<file path="src/common/sparc_params.svh">
/*
 * SPARC sequencer parameters.
 * Widths, window count, branch limit, trap base and reset mask.
 */
`ifndef SPARC_PARAMS_SVH
`define SPARC_PARAMS_SVH

`define XLEN       32
`define NWINDOWS   8
`define CWP_W      3
`define ADDR_LIMIT 508
`define TRAP_BASE  32'h100
`define WIM_RESET  8'h00

`endif

</file>
<file path="src/common/sparcCtrlPkg.sv">
/*
 * Sequencer control types.
 * Control word between the FSM and the datapath blocks,
 * trap encodings and FSM state names.
 */
package sparcCtrlPkg;
`include "sparc_params.svh"

        typedef logic [`XLEN-1:0]     addr_t;
        typedef logic [`CWP_W-1:0]    cwp_t;
        typedef logic [`NWINDOWS-1:0] wim_t;

        typedef enum logic [7:0] {ttIllegal = 8'h02, ttWinOverflow = 8'h05,
                                  ttWinUnderflow = 8'h06, ttSoftware = 8'h80} trapType_e;

        // one bit per trap source
        typedef struct packed {logic overflow; logic underflow; logic software;
                               logic illegal;} trapSet_t;

        typedef enum logic [2:0] {pcHold, pcSequential, pcBranchTaken, pcAnnulSkip,
                                  pcTrapVector} pcOp_e;

        typedef struct packed {
                pcOp_e    pcOp;
                logic     windowSave;
                logic     windowRestore;
                logic     wimWrite;
                trapSet_t trapPost;
                logic     trapEnter;
        } ctrlWord_t;

        typedef enum logic [3:0] {
                sReset,
                sFetch,
                sDecode,
                sBranch,
                sBranchCheck,
                sWindow,
                sTicc,
                sWrWim,
                sIllegal,
                sSequential,
                sEndCheck,
                sTrapEnter
        } seqState_e;

endpackage

</file>
<file path="src/common/sparcIsaPkg.sv">
/*
 * SPARC ISA types.
 * Instruction formats, opcode fields and integer condition codes.
 */
package sparcIsaPkg;
`include "sparc_params.svh"

        typedef logic [`XLEN-1:0] instrWord_t;

        typedef enum logic [1:0] {opFmt2 = 2'b00, opCall = 2'b01, opArith = 2'b10,
                                  opMem = 2'b11} opClass_e;

        typedef enum logic [2:0] {op2Unimp = 3'b000, op2Bicc = 3'b010,
                                  op2Sethi = 3'b100} op2_e;

        typedef enum logic [5:0] {op3WrWim = 6'b110010, op3Ticc = 6'b111010,
                                  op3Save = 6'b111100, op3Restore = 6'b111101} op3_e;

        typedef enum logic [3:0] {condNever, condE, condLe, condL, condLeu, condCs,
                                  condNeg, condVs, condAlways, condNe, condG, condGe,
                                  condGu, condCc, condPos, condVc} cond_e;

        typedef struct packed {logic n; logic z; logic v; logic c;} iccFlags_t;

        // branch format, op = 0
        typedef struct packed {opClass_e op; logic annul; cond_e cond; op2_e op2;
                               logic [21:0] disp22;} fmt2_t;

        // arithmetic format, op = 2
        typedef struct packed {opClass_e op; logic [4:0] rd; op3_e op3; logic [4:0] rs1;
                               logic i; logic [12:0] simm13;} fmt3_t;

        typedef union packed {fmt2_t f2; fmt3_t f3;} sparcInstr_t;

endpackage

</file>
<file path="src/control/branchCond.sv">
/*
 * Integer condition evaluation.
 * Maps the 4-bit condition field onto the N, Z, V and C flags.
 */
`timescale 1ns/1ns

module branchCond
        import sparcIsaPkg::*;
(
        input  cond_e     cond,
        input  iccFlags_t icc,
        output logic      taken
);

        always_comb
        begin
                case (cond)
                        condAlways: taken = 1'b1;
                        condNever:  taken = 1'b0;
                        condE:      taken = icc.z;
                        condNe:     taken = !icc.z;
                        condLe:     taken = icc.z | (icc.n ^ icc.v);
                        condG:      taken = !(icc.z | (icc.n ^ icc.v));
                        condL:      taken = icc.n ^ icc.v;
                        condGe:     taken = !(icc.n ^ icc.v);
                        condLeu:    taken = icc.c | icc.z;    // unsigned compares
                        condGu:     taken = !(icc.c | icc.z);
                        condCs:     taken = icc.c;
                        condCc:     taken = !icc.c;
                        condNeg:    taken = icc.n;
                        condPos:    taken = !icc.n;
                        condVs:     taken = icc.v;
                        condVc:     taken = !icc.v;
                        default:    taken = 1'b0;
                endcase
        end

endmodule

</file>
<file path="src/control/ctrlFsm.sv">
/*
 * Sequencer control FSM.
 * Fetches over the request/acknowledge strobes, decodes the word
 * and issues one-cycle control pulses, then enters pending traps.
 */
`timescale 1ns/1ns

module ctrlFsm
        import sparcIsaPkg::*;
        import sparcCtrlPkg::*;
(
        input  logic        Clk,
        input  logic        rstN,
        input  logic        memAck,
        input  instrWord_t  memData,
        input  iccFlags_t   icc,
        output logic        memReq,
        output ctrlWord_t   ctrl,
        output sparcInstr_t instr,
        output cwp_t        cwp,
        output logic        trapTaken,
        input  logic        rangeBad,
        input  logic        pending
);

        seqState_e   state;
        seqState_e   nextState;
        sparcInstr_t ir;
        iccFlags_t   iccReg;        // flags seen during the fetch
        logic        condTrue;
        logic        overflow;
        logic        underflow;
        logic        isSave;
        logic        windowTrap;

        always_ff @(posedge Clk)
        begin
                if (!rstN)
                        state <= sReset;
                else
                        state <= nextState;
        end

        // instruction and flags latched with the acknowledge
        always_ff @(posedge Clk)
        begin
                if (state == sFetch && memAck)
                begin
                        ir     <= sparcInstr_t'(memData);
                        iccReg <= icc;
                end
        end

        branchCond branchCond_i (
                .cond (ir.f2.cond),
                .icc  (iccReg),
                .taken(condTrue)
        );

        windowMgr windowMgr_i (
                .Clk      (Clk),
                .rstN     (rstN),
                .ctrl     (ctrl),
                .instr    (ir),
                .cwp      (cwp),
                .overflow (overflow),
                .underflow(underflow)
        );

        assign isSave     = (ir.f3.op3 == op3Save);
        assign windowTrap = isSave ? overflow : underflow;

        always_comb
        begin
                nextState = state;
                ctrl      = '0;
                ctrl.pcOp = pcHold;
                case (state)
                        sReset: nextState = sFetch;
                        sFetch: if (memAck) nextState = sDecode;
                        sDecode:
                        begin
                                case (ir.f2.op)
                                        opFmt2: nextState = (ir.f2.op2 == op2Bicc) ? sBranch : sIllegal;
                                        opArith:
                                        begin
                                                case (ir.f3.op3)
                                                        op3Save, op3Restore: nextState = sWindow;
                                                        op3Ticc:             nextState = sTicc;
                                                        op3WrWim:            nextState = sWrWim;
                                                        default:             nextState = sSequential; // no datapath
                                                endcase
                                        end
                                        default: nextState = sIllegal;   // call and memory ops
                                endcase
                        end
                        sBranch:
                        begin
                                if (condTrue)
                                begin
                                        ctrl.pcOp = pcBranchTaken;
                                        nextState = sBranchCheck;
                                end
                                else
                                begin
                                        ctrl.pcOp = ir.f2.annul ? pcAnnulSkip : pcSequential;
                                        nextState = sEndCheck;
                                end
                        end
                        sBranchCheck:
                        begin
                                ctrl.trapPost.illegal = rangeBad;  // target out of range
                                nextState = sEndCheck;
                        end
                        sWindow:
                        begin
                                if (windowTrap)
                                begin
                                        ctrl.trapPost.overflow  = isSave;
                                        ctrl.trapPost.underflow = !isSave;
                                        nextState = sEndCheck;
                                end
                                else
                                begin
                                        ctrl.windowSave    = isSave;
                                        ctrl.windowRestore = !isSave;
                                        nextState = sSequential;
                                end
                        end
                        sTicc:
                        begin
                                ctrl.trapPost.software = condTrue;
                                nextState = sSequential;
                        end
                        sWrWim:
                        begin
                                ctrl.wimWrite = 1'b1;
                                nextState = sSequential;
                        end
                        sIllegal:
                        begin
                                ctrl.trapPost.illegal = 1'b1;
                                nextState = sEndCheck;
                        end
                        sSequential:
                        begin
                                ctrl.pcOp = pcSequential;
                                nextState = sEndCheck;
                        end
                        sEndCheck: nextState = pending ? sTrapEnter : sFetch;
                        sTrapEnter:
                        begin
                                ctrl.trapEnter = 1'b1;
                                ctrl.pcOp      = pcTrapVector;
                                nextState = sFetch;
                        end
                        default: nextState = sReset;
                endcase
        end

        assign memReq    = (state == sFetch);
        assign trapTaken = (state == sTrapEnter);
        assign instr     = ir;

endmodule

</file>
<file path="src/control/windowMgr.sv">
/*
 * Register window manager.
 * Holds the window pointer and invalid mask and flags
 * overflow and underflow for save and restore.
 */
`timescale 1ns/1ns
`include "sparc_params.svh"

module windowMgr
        import sparcIsaPkg::*;
        import sparcCtrlPkg::*;
(
        input  logic        Clk,
        input  logic        rstN,
        input  ctrlWord_t   ctrl,
        input  sparcInstr_t instr,
        output cwp_t        cwp,
        output logic        overflow,
        output logic        underflow
);

        wim_t wim;
        cwp_t cwpDec;
        cwp_t cwpInc;

        assign cwpDec = cwp_t'((cwp + `NWINDOWS - 1) % `NWINDOWS);
        assign cwpInc = cwp_t'((cwp + 1) % `NWINDOWS);

        assign overflow  = wim[cwpDec];    // window a save would enter
        assign underflow = wim[cwpInc];

        always_ff @(posedge Clk)
        begin
                if (!rstN)
                begin
                        cwp <= '0;
                        wim <= `WIM_RESET;
                end
                else
                begin
                        if (ctrl.trapEnter)
                                cwp <= '0;
                        else if (ctrl.windowSave)
                                cwp <= cwpDec;
                        else if (ctrl.windowRestore)
                                cwp <= cwpInc;
                        if (ctrl.wimWrite)
                                wim <= instr.f3.simm13[7:0];
                end
        end

endmodule

</file>
<file path="src/hdl/pcUnit.sv">
/*
 * Program counter unit.
 * PC and nPC registers with sequential, delayed branch, annul
 * and trap vector updates, plus the branch target range check.
 */
`timescale 1ns/1ns
`include "sparc_params.svh"

module pcUnit
        import sparcIsaPkg::*;
        import sparcCtrlPkg::*;
(
        input  logic        Clk,
        input  logic        rstN,
        input  ctrlWord_t   ctrl,
        input  sparcInstr_t instr,
        input  trapType_e   trapType,
        output addr_t       memAddr,
        output logic        rangeBad
);

        addr_t pc;
        addr_t npc;
        addr_t dispOffset;
        addr_t vecAddr;

        // word displacement, sign extended
        assign dispOffset = {{(`XLEN - 24){instr.f2.disp22[21]}}, instr.f2.disp22, 2'b00};
        assign vecAddr    = addr_t'(`TRAP_BASE) + addr_t'({trapType, 4'b0000});

        always_ff @(posedge Clk)
        begin
                if (!rstN)
                begin
                        pc  <= '0;
                        npc <= addr_t'(4);
                end
                else
                begin
                        case (ctrl.pcOp)
                                pcSequential:
                                begin
                                        pc  <= npc;
                                        npc <= npc + addr_t'(4);
                                end
                                pcBranchTaken:
                                begin
                                        pc  <= npc;                // delay slot first
                                        npc <= pc + dispOffset;
                                end
                                pcAnnulSkip:
                                begin
                                        pc  <= npc + addr_t'(4);
                                        npc <= npc + addr_t'(8);
                                end
                                pcTrapVector:
                                begin
                                        pc  <= vecAddr;
                                        npc <= vecAddr + addr_t'(4);
                                end
                                default: ;                         // hold
                        endcase
                end
        end

        assign rangeBad = (npc > addr_t'(`ADDR_LIMIT));
        assign memAddr  = pc;

endmodule

</file>
<file path="src/hdl/sparcSequencer.sv">
/*
 * SPARC instruction sequencer top level.
 * Connects the control FSM, the PC unit and the trap queue.
 */
`timescale 1ns/1ns

module sparcSequencer
        import sparcIsaPkg::*;
        import sparcCtrlPkg::*;
(
        input  logic       Clk,
        input  logic       rstN,
        input  logic       memAck,
        input  instrWord_t memData,
        input  iccFlags_t  icc,
        output logic       memReq,
        output addr_t      memAddr,
        output cwp_t       cwp,
        output logic       trapTaken,
        output trapType_e  trapType
);

        ctrlWord_t   ctrl;
        sparcInstr_t instr;     // decoded instruction register
        logic        rangeBad;
        logic        pending;

        ctrlFsm ctrlFsm_i (
                .Clk      (Clk),
                .rstN     (rstN),
                .memAck   (memAck),
                .memData  (memData),
                .icc      (icc),
                .memReq   (memReq),
                .ctrl     (ctrl),
                .instr    (instr),
                .cwp      (cwp),
                .trapTaken(trapTaken),
                .rangeBad (rangeBad),
                .pending  (pending)
        );

        pcUnit pcUnit_i (
                .Clk     (Clk),
                .rstN    (rstN),
                .ctrl    (ctrl),
                .instr   (instr),
                .trapType(trapType),
                .memAddr (memAddr),
                .rangeBad(rangeBad)
        );

        trapQueue trapQueue_i (
                .Clk     (Clk),
                .rstN    (rstN),
                .ctrl    (ctrl),
                .pending (pending),
                .trapType(trapType)
        );

endmodule

</file>
<file path="src/hdl/trapQueue.sv">
/*
 * Pending trap queue.
 * Collects posted trap causes, picks one by fixed priority
 * and clears on trap entry.
 */
`timescale 1ns/1ns

module trapQueue
        import sparcCtrlPkg::*;
(
        input  logic      Clk,
        input  logic      rstN,
        input  ctrlWord_t ctrl,
        output logic      pending,
        output trapType_e trapType
);

        trapSet_t pend;

        always_ff @(posedge Clk)
        begin
                if (!rstN)
                        pend <= '0;
                else if (ctrl.trapEnter)
                        pend <= '0;
                else
                        pend <= pend | ctrl.trapPost;
        end

        assign pending = |pend;

        // window traps outrank software and illegal
        always_comb
        begin
                if (pend.overflow)
                        trapType = ttWinOverflow;
                else if (pend.underflow)
                        trapType = ttWinUnderflow;
                else if (pend.software)
                        trapType = ttSoftware;
                else
                        trapType = ttIllegal;
        end

endmodule

</file>
<file path="config.mk">
export PLATFORM = sky130hd
export DESIGN_NAME = sparcSequencer
export DESIGN_NICKNAME = d
export VERILOG_FILES = /design/src/common/sparcCtrlPkg.sv /design/src/common/sparcIsaPkg.sv /design/src/control/branchCond.sv /design/src/control/ctrlFsm.sv /design/src/control/windowMgr.sv /design/src/hdl/pcUnit.sv /design/src/hdl/sparcSequencer.sv /design/src/hdl/trapQueue.sv
export VERILOG_INCLUDE_DIRS = /design/src /design/src/common
export SDC_FILE = /design/constraint.sdc
export NUM_CORES = 1
export LEC_CHECK = 0
export BUFFER_PORTS_ARGS = -buffer_cell sky130_fd_sc_hd__buf_2
export CAP_MARGIN = 5
export CORE_MARGIN = 5
export CORE_UTILIZATION = 40
export DETAILED_ROUTE_END_ITERATION = 6
export PLACE_DENSITY = 0.65
export SLEW_MARGIN = 20
export SYNTH_ARGS = -nofsm -noshare
export SYNTH_HDL_FRONTEND = slang
export SYNTH_SLANG_ARGS = --single-unit
export TNS_END_PERCENT = 10
</file>
<file path="constraint.sdc">
create_clock -name Clk -period 5.4 [get_ports Clk]
set_input_delay 1.35 -clock Clk [delete_from_list [all_inputs] [get_ports Clk]]
set_output_delay 1.35 -clock Clk [all_outputs]
set_load 0.01 [all_outputs]
</file>
==> impl_metrics.py <==
metrics = {
    "grt": {
        "grt_pass1_vias": 7768,
        "grt_first_pass_wirelength_um": 43100,
        "grt_antenna_before_repair": 0,
        "grt_max_degree": 49,
        "grt_usage_pct": 22.3,
        "grt_overflow": 0,
    },
    "floorplan": {
        "core-area_um2": 20900,
        "ios": 84,
        "die_h_um": 155,
        "rows": 53,
        "initial_core_util_pct": 40.3,
        "die_area_um2": 24000,
        "dieWidth_um": 155,
    },
    "worst_setup_path": {
        "crit_path_top_delay_cell": "dfxtp_1",
        "critPathMaxStageDelay_ns": 0.55,
        "crit_chain": "nand2_1, or2_2, inv_1, buf_2",
        "endpoint_kind": "output pin",
        "worstPathArrival_ns": 2.46,
        "start_kind": "flip-flop",
        "crit_required_ns": 4.05,
        "worstSetupPathType": "reg2out",
        "crit_fanout": 14,
    },
    "pwr": {
        "p_comb_share_pct": 46.8,
        "pwr_density_cell_nw_per_um2": 522,
        "power_mw": 4.91,
        "switchingPower_mw": 2.28,
        "seqPwrFrac_pct": 29.7,
        "internal_power_mw": 2.63,
        "p_leak_nw": 3.52,
        "sw_frac_of_total_pct": 46.5,
        "peakVddDrop_v": 0.000278,
        "p_clk_share_pct": 23.5,
    },
    "synthesis": {
        "syn_inst": 1027,
        "synth_edf_count": 36,
        "async_flop_share_pct": 0,
        "ys_types": 95,
        "synth_seq_cells": 119,
        "syn_area_um2": 8420,
        "syn_avg_cell_area_um2": 8.20,
        "synth_ff_type": "dfxtp_1",
        "ys_warn_count": 0,
        "ys_seq_area_share_pct": 32.6,
    },
    "finish": {
        "n_antenna_cell": 0,
        "layout.filler_cells": 2065,
        "final_nets": 1125,
        "design_area_um2": 9410,
        "syn2layout_area_growth_pct": 11.8,
        "final_util_pct": 45.0,
        "drive_above_1_share_pct": 14.8,
    },
    "route": {
        "ant_nets": 0,
        "top_layer": "met4",
        "wl_met3_um": 2480,
        "wirelength_um": 27100,
        "wl_met2_um": 12200,
        "avgRoutedWirePerCell_um": 20.2,
        "post-route-drc-count": 0,
        "viasPerCell": 6.22,
        "dr_total_vias": 8331,
        "dr.pass1.iters": 5,
        "first_iter_violations": 844,
        "wl_met1_um": 11400,
    },
    "timing": {
        "finalMaxSlewViolations": 0,
        "rsz0062_at_grt": "no",
        "final.min_clock_period_ns": 3.81,
        "fin_crit_sh_pct": 70.5,
        "tightest_slew_ns": 1.21,
        "fin_worst_skew_ns": 0.00770,
        "hold_violations": 0,
        "setup-violations-final": 0,
        "slew_headroom_pct": 19.5,
        "fmax_mhz": 263,
        "fin_tns_setup_ns": 0,
    },
    "clock_network": {
        "postCtsSetupRepairBufs": 0,
        "clock_sinks": 119,
        "cts_buffer_depth": 2,
        "cts-root-buf": "clkbuf_16",
        "ctsHoldBuffers": 0,
        "cts_resized": 0,
        "numCtsBuffers": 17,
        "clkTransAtPathRegs_ns": 0.07,
        "cts_tree": "yes",
        "h-tree-depth": 4,
        "insertion_delay_ns": 0.43,
    },
    "placement": {
        "post_dp_cell_area_um2": 8820,
        "gp_congestion": 0.929,
        "hpwlAfterDp_um": 19000,
        "io_buffers": 79,
    },
    "run": {
        "max-cap-violations": 0,
    },
    "status": {
        "status": "finished, final reports clean",
    },
    "hold_path": {
        "hold_class": "reg2reg",
    },
}
cells in the mapped netlist, types with 7 or more instances:
cell type | instances | area, µm²
a21o_1 | 17 | 128
buf_4 | 16 | 120
and3_1 | 14 | 87.6
dfxtp_1 | 83 | 1660
a21oi_1 | 99 | 495
nor3_1 | 41 | 205
buf_2 | 22 | 110
and2_1 | 10 | 62.6
edfxtp_1 | 36 | 1080
nand2_1 | 89 | 334
ha_1 | 33 | 413
o221ai_1 | 8 | 70.1
nand2b_1 | 20 | 125
o21ai_0 | 71 | 355
clkbuf_1 | 41 | 154
xor2_1 | 23 | 201
a211oi_1 | 21 | 158
inv_1 | 22 | 82.6
nand4_1 | 16 | 100
nand3_1 | 38 | 190
nor2b_1 | 7 | 43.8
or3_1 | 9 | 56.3
o22ai_1 | 11 | 68.8
a31oi_1 | 21 | 131
nor2_1 | 76 | 285
nor4_1 | 7 | 43.8
xnor2_1 | 23 | 201
final cells by class:
class | instances | area (µm²) | share of cell area, %
clock buffer | 17 | 425 | 4.52
clock inverter | 15 | 169 | 1.79
inverter | 22 | 82.6 | 0.878
multi-input combinational | 807 | 5210 | 55.3
sequential | 119 | 2740 | 29.1
tap | 275 | 344 | 3.66
timing repair buffer | 85 | 440 | 4.68
layout by cell type, fill, tap and decap left out, types with 23 or more instances in the layout:
| master | count |
|---|---|
| buf_2 | 79 |
| o21ai_0 | 71 |
| edfxtp_1 | 36 |
| ha_1 | 33 |
| a21oi_1 | 99 |
| dfxtp_1 | 83 |
| nor2_1 | 75 |
| xor2_1 | 23 |
| nand2_1 | 88 |
| xnor2_1 | 23 |
| nor3_1 | 41 |
| nand3_1 | 38 |
worst max-delay path: cells and delay by family, from the launching register on:
kind	cells	cell delay [ns]
buffers and inverters	2	0.79
DFF	1	0.55
and+or+nand+nor	2	0.69
metal layers:
| layer | global-route usage, % | vias up |
|---|---|---|
| li1 | - | 3915 |
| met1 | 29.6 | 3918 |
| met2 | 34.7 | 423 |
| met3 | 5.51 | 75 |
| met4 | 9.46 | 0 |
| met5 | 0 | - |
worst paths after layout:
kind	start	end	slack (ns)	cells past startpoint
min	pcUnit_i.memAddr[1]	pcUnit_i.npc[1]	0.47	2
max reg2reg	ctrlFsm_i.state[0]	pcUnit_i.npc[22]	1.78	8
min reg2reg	pcUnit_i.memAddr[1]	pcUnit_i.npc[1]	0.47	2
max	ctrlFsm_i.state[0]	trapTaken	1.59	4
power by group through the flow:
stage               registers, mW  logic, mW  clock network, mW
floorplan                    1.34       1.71                  0
global route                 1.49       2.52               1.21
CTS                          1.45       2.26               1.17
global placement             1.46       2.24                  0
finish                       1.46       2.30               1.15
detailed placement           1.47       2.24                  0
through the flow:
stage	hold WS [ns]	instances	setup slack, ns
2_1_floorplan	0.438	1030	2.74
3_3_place_gp	0.456	1308	2.01
3_5_place_dp	0.460	1308	1.98
4_1_cts	0.478	1340	1.65
5_1_grt	0.496	1340	1.53
6_report	0.473	1340	1.59
kinds of logic after synthesis:
family | synth area share (%)
other | 0.0445
DFF | 32.6
xor gates and xnor gates | 4.79
adders and majority gates | 5.14
AOI/OAI and AO/OA | 27.6
muxes | 1.95
buffers and inverters | 5.80
and+or+nand+nor | 22.1
state kept, by name, indices dropped and copies added, names as in the netlist:
signal                     count
ctrlFsm_i.iccReg               4
ctrlFsm_i.instr               32
ctrlFsm_i.state                4
ctrlFsm_i.windowMgr_i.cwp      3
ctrlFsm_i.windowMgr_i.wim      8
pcUnit_i.memAddr              32
pcUnit_i.npc                  32
trapQueue_i.pend               4
No activity file was read; power rests on OpenSTA's default activity.
